## config.mk

```make
export PLATFORM = sky130hd
export DESIGN_NAME = rv_host_regs
export DESIGN_NICKNAME = d
export VERILOG_FILES = /design/src/hdl/rv_host_regs.sv
export VERILOG_INCLUDE_DIRS = /design/src /design/src/include
export SDC_FILE = /design/constraint.sdc
export NUM_CORES = 1
export LEC_CHECK = 0
export BUFFER_PORTS_ARGS = -buffer_cell sky130_fd_sc_hd__buf_2
export CORE_MARGIN = 2
export CORE_UTILIZATION = 28
export DETAILED_ROUTE_END_ITERATION = 7
export PLACE_DENSITY = 0.81
export SLEW_MARGIN = 20
export SYNTH_ARGS = -nofsm -noshare
export SYNTH_HDL_FRONTEND = slang
export SYNTH_SLANG_ARGS = --single-unit
```

## constraint.sdc

```tcl
create_clock -name clk -period 2.25 [get_ports clk]
set_input_delay 0.45 -clock clk [delete_from_list [all_inputs] [get_ports clk]]
set_output_delay 0.45 -clock clk [all_outputs]
set_load 0.005 [all_outputs]
```

## src/include/rv_defs.svh

```systemverilog
`ifndef RV_DEFS_SVH
`define RV_DEFS_SVH

// data and address width
`define RV_XLEN 32

// memory depths in words
`define RV_IMEM_WORDS 256
`define RV_DMEM_WORDS 256

// sb to this byte address goes to the uart
`define RV_UART_TX_ADDR 32'h0002_0020

// host map in word addresses
`define RV_HOST_CTRL_ADDR 32'h0000_0000
`define RV_HOST_IMEM_BASE 32'h0000_0100

`endif
```

## src/hdl/rv_host_regs.sv

```systemverilog
`timescale 1ns/1ps
`default_nettype none
`include "rv_defs.svh"

module rv_host_regs (
    input  wire                                clk,
    input  wire                                reset,
    input  wire                                i_wb_cyc,
    input  wire                                i_wb_stb,
    input  wire                                i_wb_we,
    input  wire  [`RV_XLEN-1:0]                i_wb_adr,
    input  wire  [`RV_XLEN-1:0]                i_wb_dat,
    output logic [`RV_XLEN-1:0]                o_wb_dat,
    output logic                               o_wb_ack,
    output logic                               o_core_hold,
    output logic                               o_imem_we,
    output logic [$clog2(`RV_IMEM_WORDS)-1:0]  o_imem_addr,
    output logic [`RV_XLEN-1:0]                o_imem_data
);

    localparam int IMEM_AW = $clog2(`RV_IMEM_WORDS);

    logic                run;
    logic                req;       // first cycle of a request
    logic                ctrl_sel;
    logic                imem_sel;
    logic [`RV_XLEN-1:0] imem_off;

    assign req      = i_wb_cyc && i_wb_stb && !o_wb_ack;
    assign imem_off = i_wb_adr - `RV_HOST_IMEM_BASE;
    assign ctrl_sel = (i_wb_adr == `RV_HOST_CTRL_ADDR);
    assign imem_sel = (imem_off < `RV_IMEM_WORDS);

    always_ff @(posedge clk) begin
        if (reset) begin
            run      <= 1'b0;
            o_wb_ack <= 1'b0;
        end else begin
            o_wb_ack <= req;    // single cycle since req drops while ack is high
            if (req && i_wb_we && ctrl_sel)
                run <= i_wb_dat[0];
        end
    end

    always_ff @(posedge clk) begin
        if (req)
            o_wb_dat <= ctrl_sel ? {{(`RV_XLEN-1){1'b0}}, run} : '0;
    end

    assign o_core_hold = !run;

    // imem only writable while the core is halted
    assign o_imem_we   = req && i_wb_we && imem_sel && !run;
    assign o_imem_addr = imem_off[IMEM_AW-1:0];
    assign o_imem_data = i_wb_dat;

endmodule

`default_nettype wire

```

==> impl_metrics.py <==
metrics = {
    "global_routing": {
        "grt_pass1_wl_um": 2420,
        "grt_pass1_vias": 590,
        "grtUsageTotal_pct": 9.16,
        "grt_overflow": 0,
        "grt_max_degree": 6,
        "antenna_found_initial": 0,
    },
    "synth": {
        "yosysSeqAreaShare_pct": 8.09,
        "synthCells": 111,
        "avgSynthCellArea_um2": 7.80,
        "synthDistinctLibCells": 25,
        "netlist_area_um2": 866,
        "ys_ff_latch": 3,
        "ys_warn_count": 0,
    },
    "pwr": {
        "pwr-share-comb_pct": 36.2,
        "p_int_mw": 0.165,
        "seq_power_share_pct": 24.6,
        "leakage_nw": 0.420,
        "p_sw_mw": 0.0711,
        "power.density_nw_per_um2": 283,
        "ir_drop_mv": 0.122,
        "power_mw": 0.236,
        "swShare_pct": 30.1,
        "p_clk_share_pct": 39.2,
    },
    "floorplanning": {
        "fp.dieW_um": 59.6,
        "initial_core_util_pct": 28.8,
        "fp.dieH_um": 59.6,
        "core_area_um2": 3000,
        "dieArea_um2": 3550,
        "fp-row-count": 20,
        "ios": 144,
    },
    "sta": {
        "fin_crit_sh_pct": 110,
        "hold_viol": 0,
        "max_freq_mhz": 405,
        "setup_violations": 1,
        "tns_ps": -221,
        "period_minus_slack_ps": 2470,
        "final_max_slew_viol_count": 0,
        "rsz0062_at_grt": "yes",
        "hold_ws_ps": 401,
        "setup_slack_ps": -221,
        "skew_ps": 4.62,
    },
    "worst_setup_path": {
        "critical_path.top_delay_family": "simple AND/OR/NAND/NOR gates",
        "critical_path.cell_chain": "buf_2 -> or4_4 -> or4_4 -> nor3_1 -> nor4b_4 -> buf_2",
        "crit_required_ps": 1800,
        "endpoint_kind": "output port",
        "crit_buf_inv": 2,
        "arrival_ps": 2020,
        "path_class": "in2out",
        "cp_max_fo": 3,
        "cp_slowest_cell": "or4_4",
        "critPathMaxStageDelay_ps": 530,
        "cp-start-kind": "input port",
    },
    "cts": {
        "hold_buffers": 0,
        "cts_buffer_depth": 2,
        "root_buffer": "clkbuf_4",
        "htreeDepth": 1,
        "cts_tree": "built",
        "cts_sinks": 3,
        "cts.reportedPaths.clkPinSlew_ps": 30,
        "cts_inserted_buffers": 3,
        "clk_latency_ps": 230,
    },
    "drt": {
        "wl_met1_um": 511,
        "wirelength_um": 1720,
        "top_layer_used": "met4",
        "wl_met2_um": 884,
        "route.detailed.wl_per_inst_um": 10.6,
        "drt_iter0_drc": 20,
        "vias": 678,
        "drtAntennaViolNets": 0,
        "via_per_inst": 4.19,
        "drc": 0,
        "wl_met3_um": 233,
        "firstDrtPassIters": 2,
    },
    "layout": {
        "multiInputGateArea_um2": 402,
        "final_nets": 199,
        "antenna_cells": 0,
        "post-route-util_pct": 27.8,
        "drive_above_1_share_pct": 52.7,
        "final_area_um2": 835,
        "stdcell_count": 162,
        "n_fill_cell": 333,
        "syn_to_final_growth_pct": -3.61,
        "seq_area_um2": 70.1,
    },
    "min_path": {
        "hp-class": "in2reg",
    },
    "placement": {
        "dp_slack_ps": -225,
        "gp_congestion": 0.754,
        "placed_area_um2": 774,
        "hpwl_um": 1580,
        "post-place-cells": 158,
        "portBuffers": 50,
    },
    "outcome": {
        "status": "finished with violations",
        "violations": "negative setup slack",
    },
    "flow_run": {
        "drv_cap": 0,
    },
}
worst register-to-register path, delay by kind of cell, from the launching register on:
kind             cells  cell delay, ps
and+or+nand+nor      3             650
DFF                  1             300
muxes                1             210
flip-flops by register name, summed over array words and instances, names as in the netlist:
signal and flops:
run 1, o_wb_dat 1, o_wb_ack 1
cell usage after synthesis, drive strengths merged:
library cell	number	area, um2
a2111o	1	11.3
a21bo	1	10.0
a21oi	1	5.00
a31o	1	8.76
and3b	1	8.76
buf	71	533
conb	1	3.75
dfxtp	2	40.0
edfxtp	1	30.0
inv	2	7.51
mux2i	1	10.0
nand2	1	3.75
nand3	3	15.0
nand4	3	18.8
nor2	1	3.75
nor2b	1	6.26
nor3	3	15.0
nor4	9	75.1
nor4b	1	15.0
o21ai	2	10.0
or2b	2	16.3
or4	2	18.8
cell type report:
cell class | instances | share of cell area, %
Timing Repair Buffer | 55 | 34.5
Tap cell | 33 | 4.95
Multi-Input combinational cell | 65 | 48.1
Clock buffer | 4 | 3.15
Inverter | 2 | 0.900
Sequential cell | 3 | 8.40
layer usage:
layer / track usage (%) / vias up
met2: 16.2 / 49
li1: - / 317
met3: 2.62 / 18
met4: 9.84 / 0
met5: 0 / -
met1: 7.72 / 294
worst paths after layout:
path              depth (start not counted)                 from                   to  slack (ps)
setup reg to reg                          4  o_wb_ack$_SDFF_PP0_     run$_SDFFE_PP0P_        1010
setup / recovery                          6         i_wb_adr[11]            o_imem_we        -220
hold reg to reg                           2     run$_SDFFE_PP0P_     run$_SDFFE_PP0P_         550
hold / removal                            2                reset  o_wb_ack$_SDFF_PP0_         400
placed cells by master, fill, tap and decap left out, drive strengths merged, types with 2 or more instances in the layout:
cell,count
nor3,3
o21ai,2
nand3,3
or4,2
conb,31
or2b,2
dfxtp,2
clkbuf,4
inv,2
nor4,9
buf,55
nand4,3
power groups by stage:
stage | logic [mW] | clock network [mW] | registers [mW]
2_1_floorplan | 0.121 | 0 | 0.0593
3_3_place_gp | 0.0788 | 0 | 0.0589
3_5_place_dp | 0.0803 | 0 | 0.0590
4_1_cts | 0.0812 | 0.0965 | 0.0583
5_1_grt | 0.0984 | 0.105 | 0.0583
6_report | 0.0855 | 0.0927 | 0.0583
kinds of logic after synthesis:
family,share of synthesized area (%)
AO/OA/AOI/OAI,5.20
buffers and inverters,62.4
flip-flops,8.09
multiplexers,1.16
other,0.433
AND/OR/NAND/NOR,22.7
repair_timing:
| item | CTS | global route |
|---|---|---|
| gates resized for setup | 2 | 4 |
| endpoints found under the setup margin | 1 | 1 |
| buffers inserted | 0 | 0 |
No activity file was read; power rests on OpenSTA's default activity.
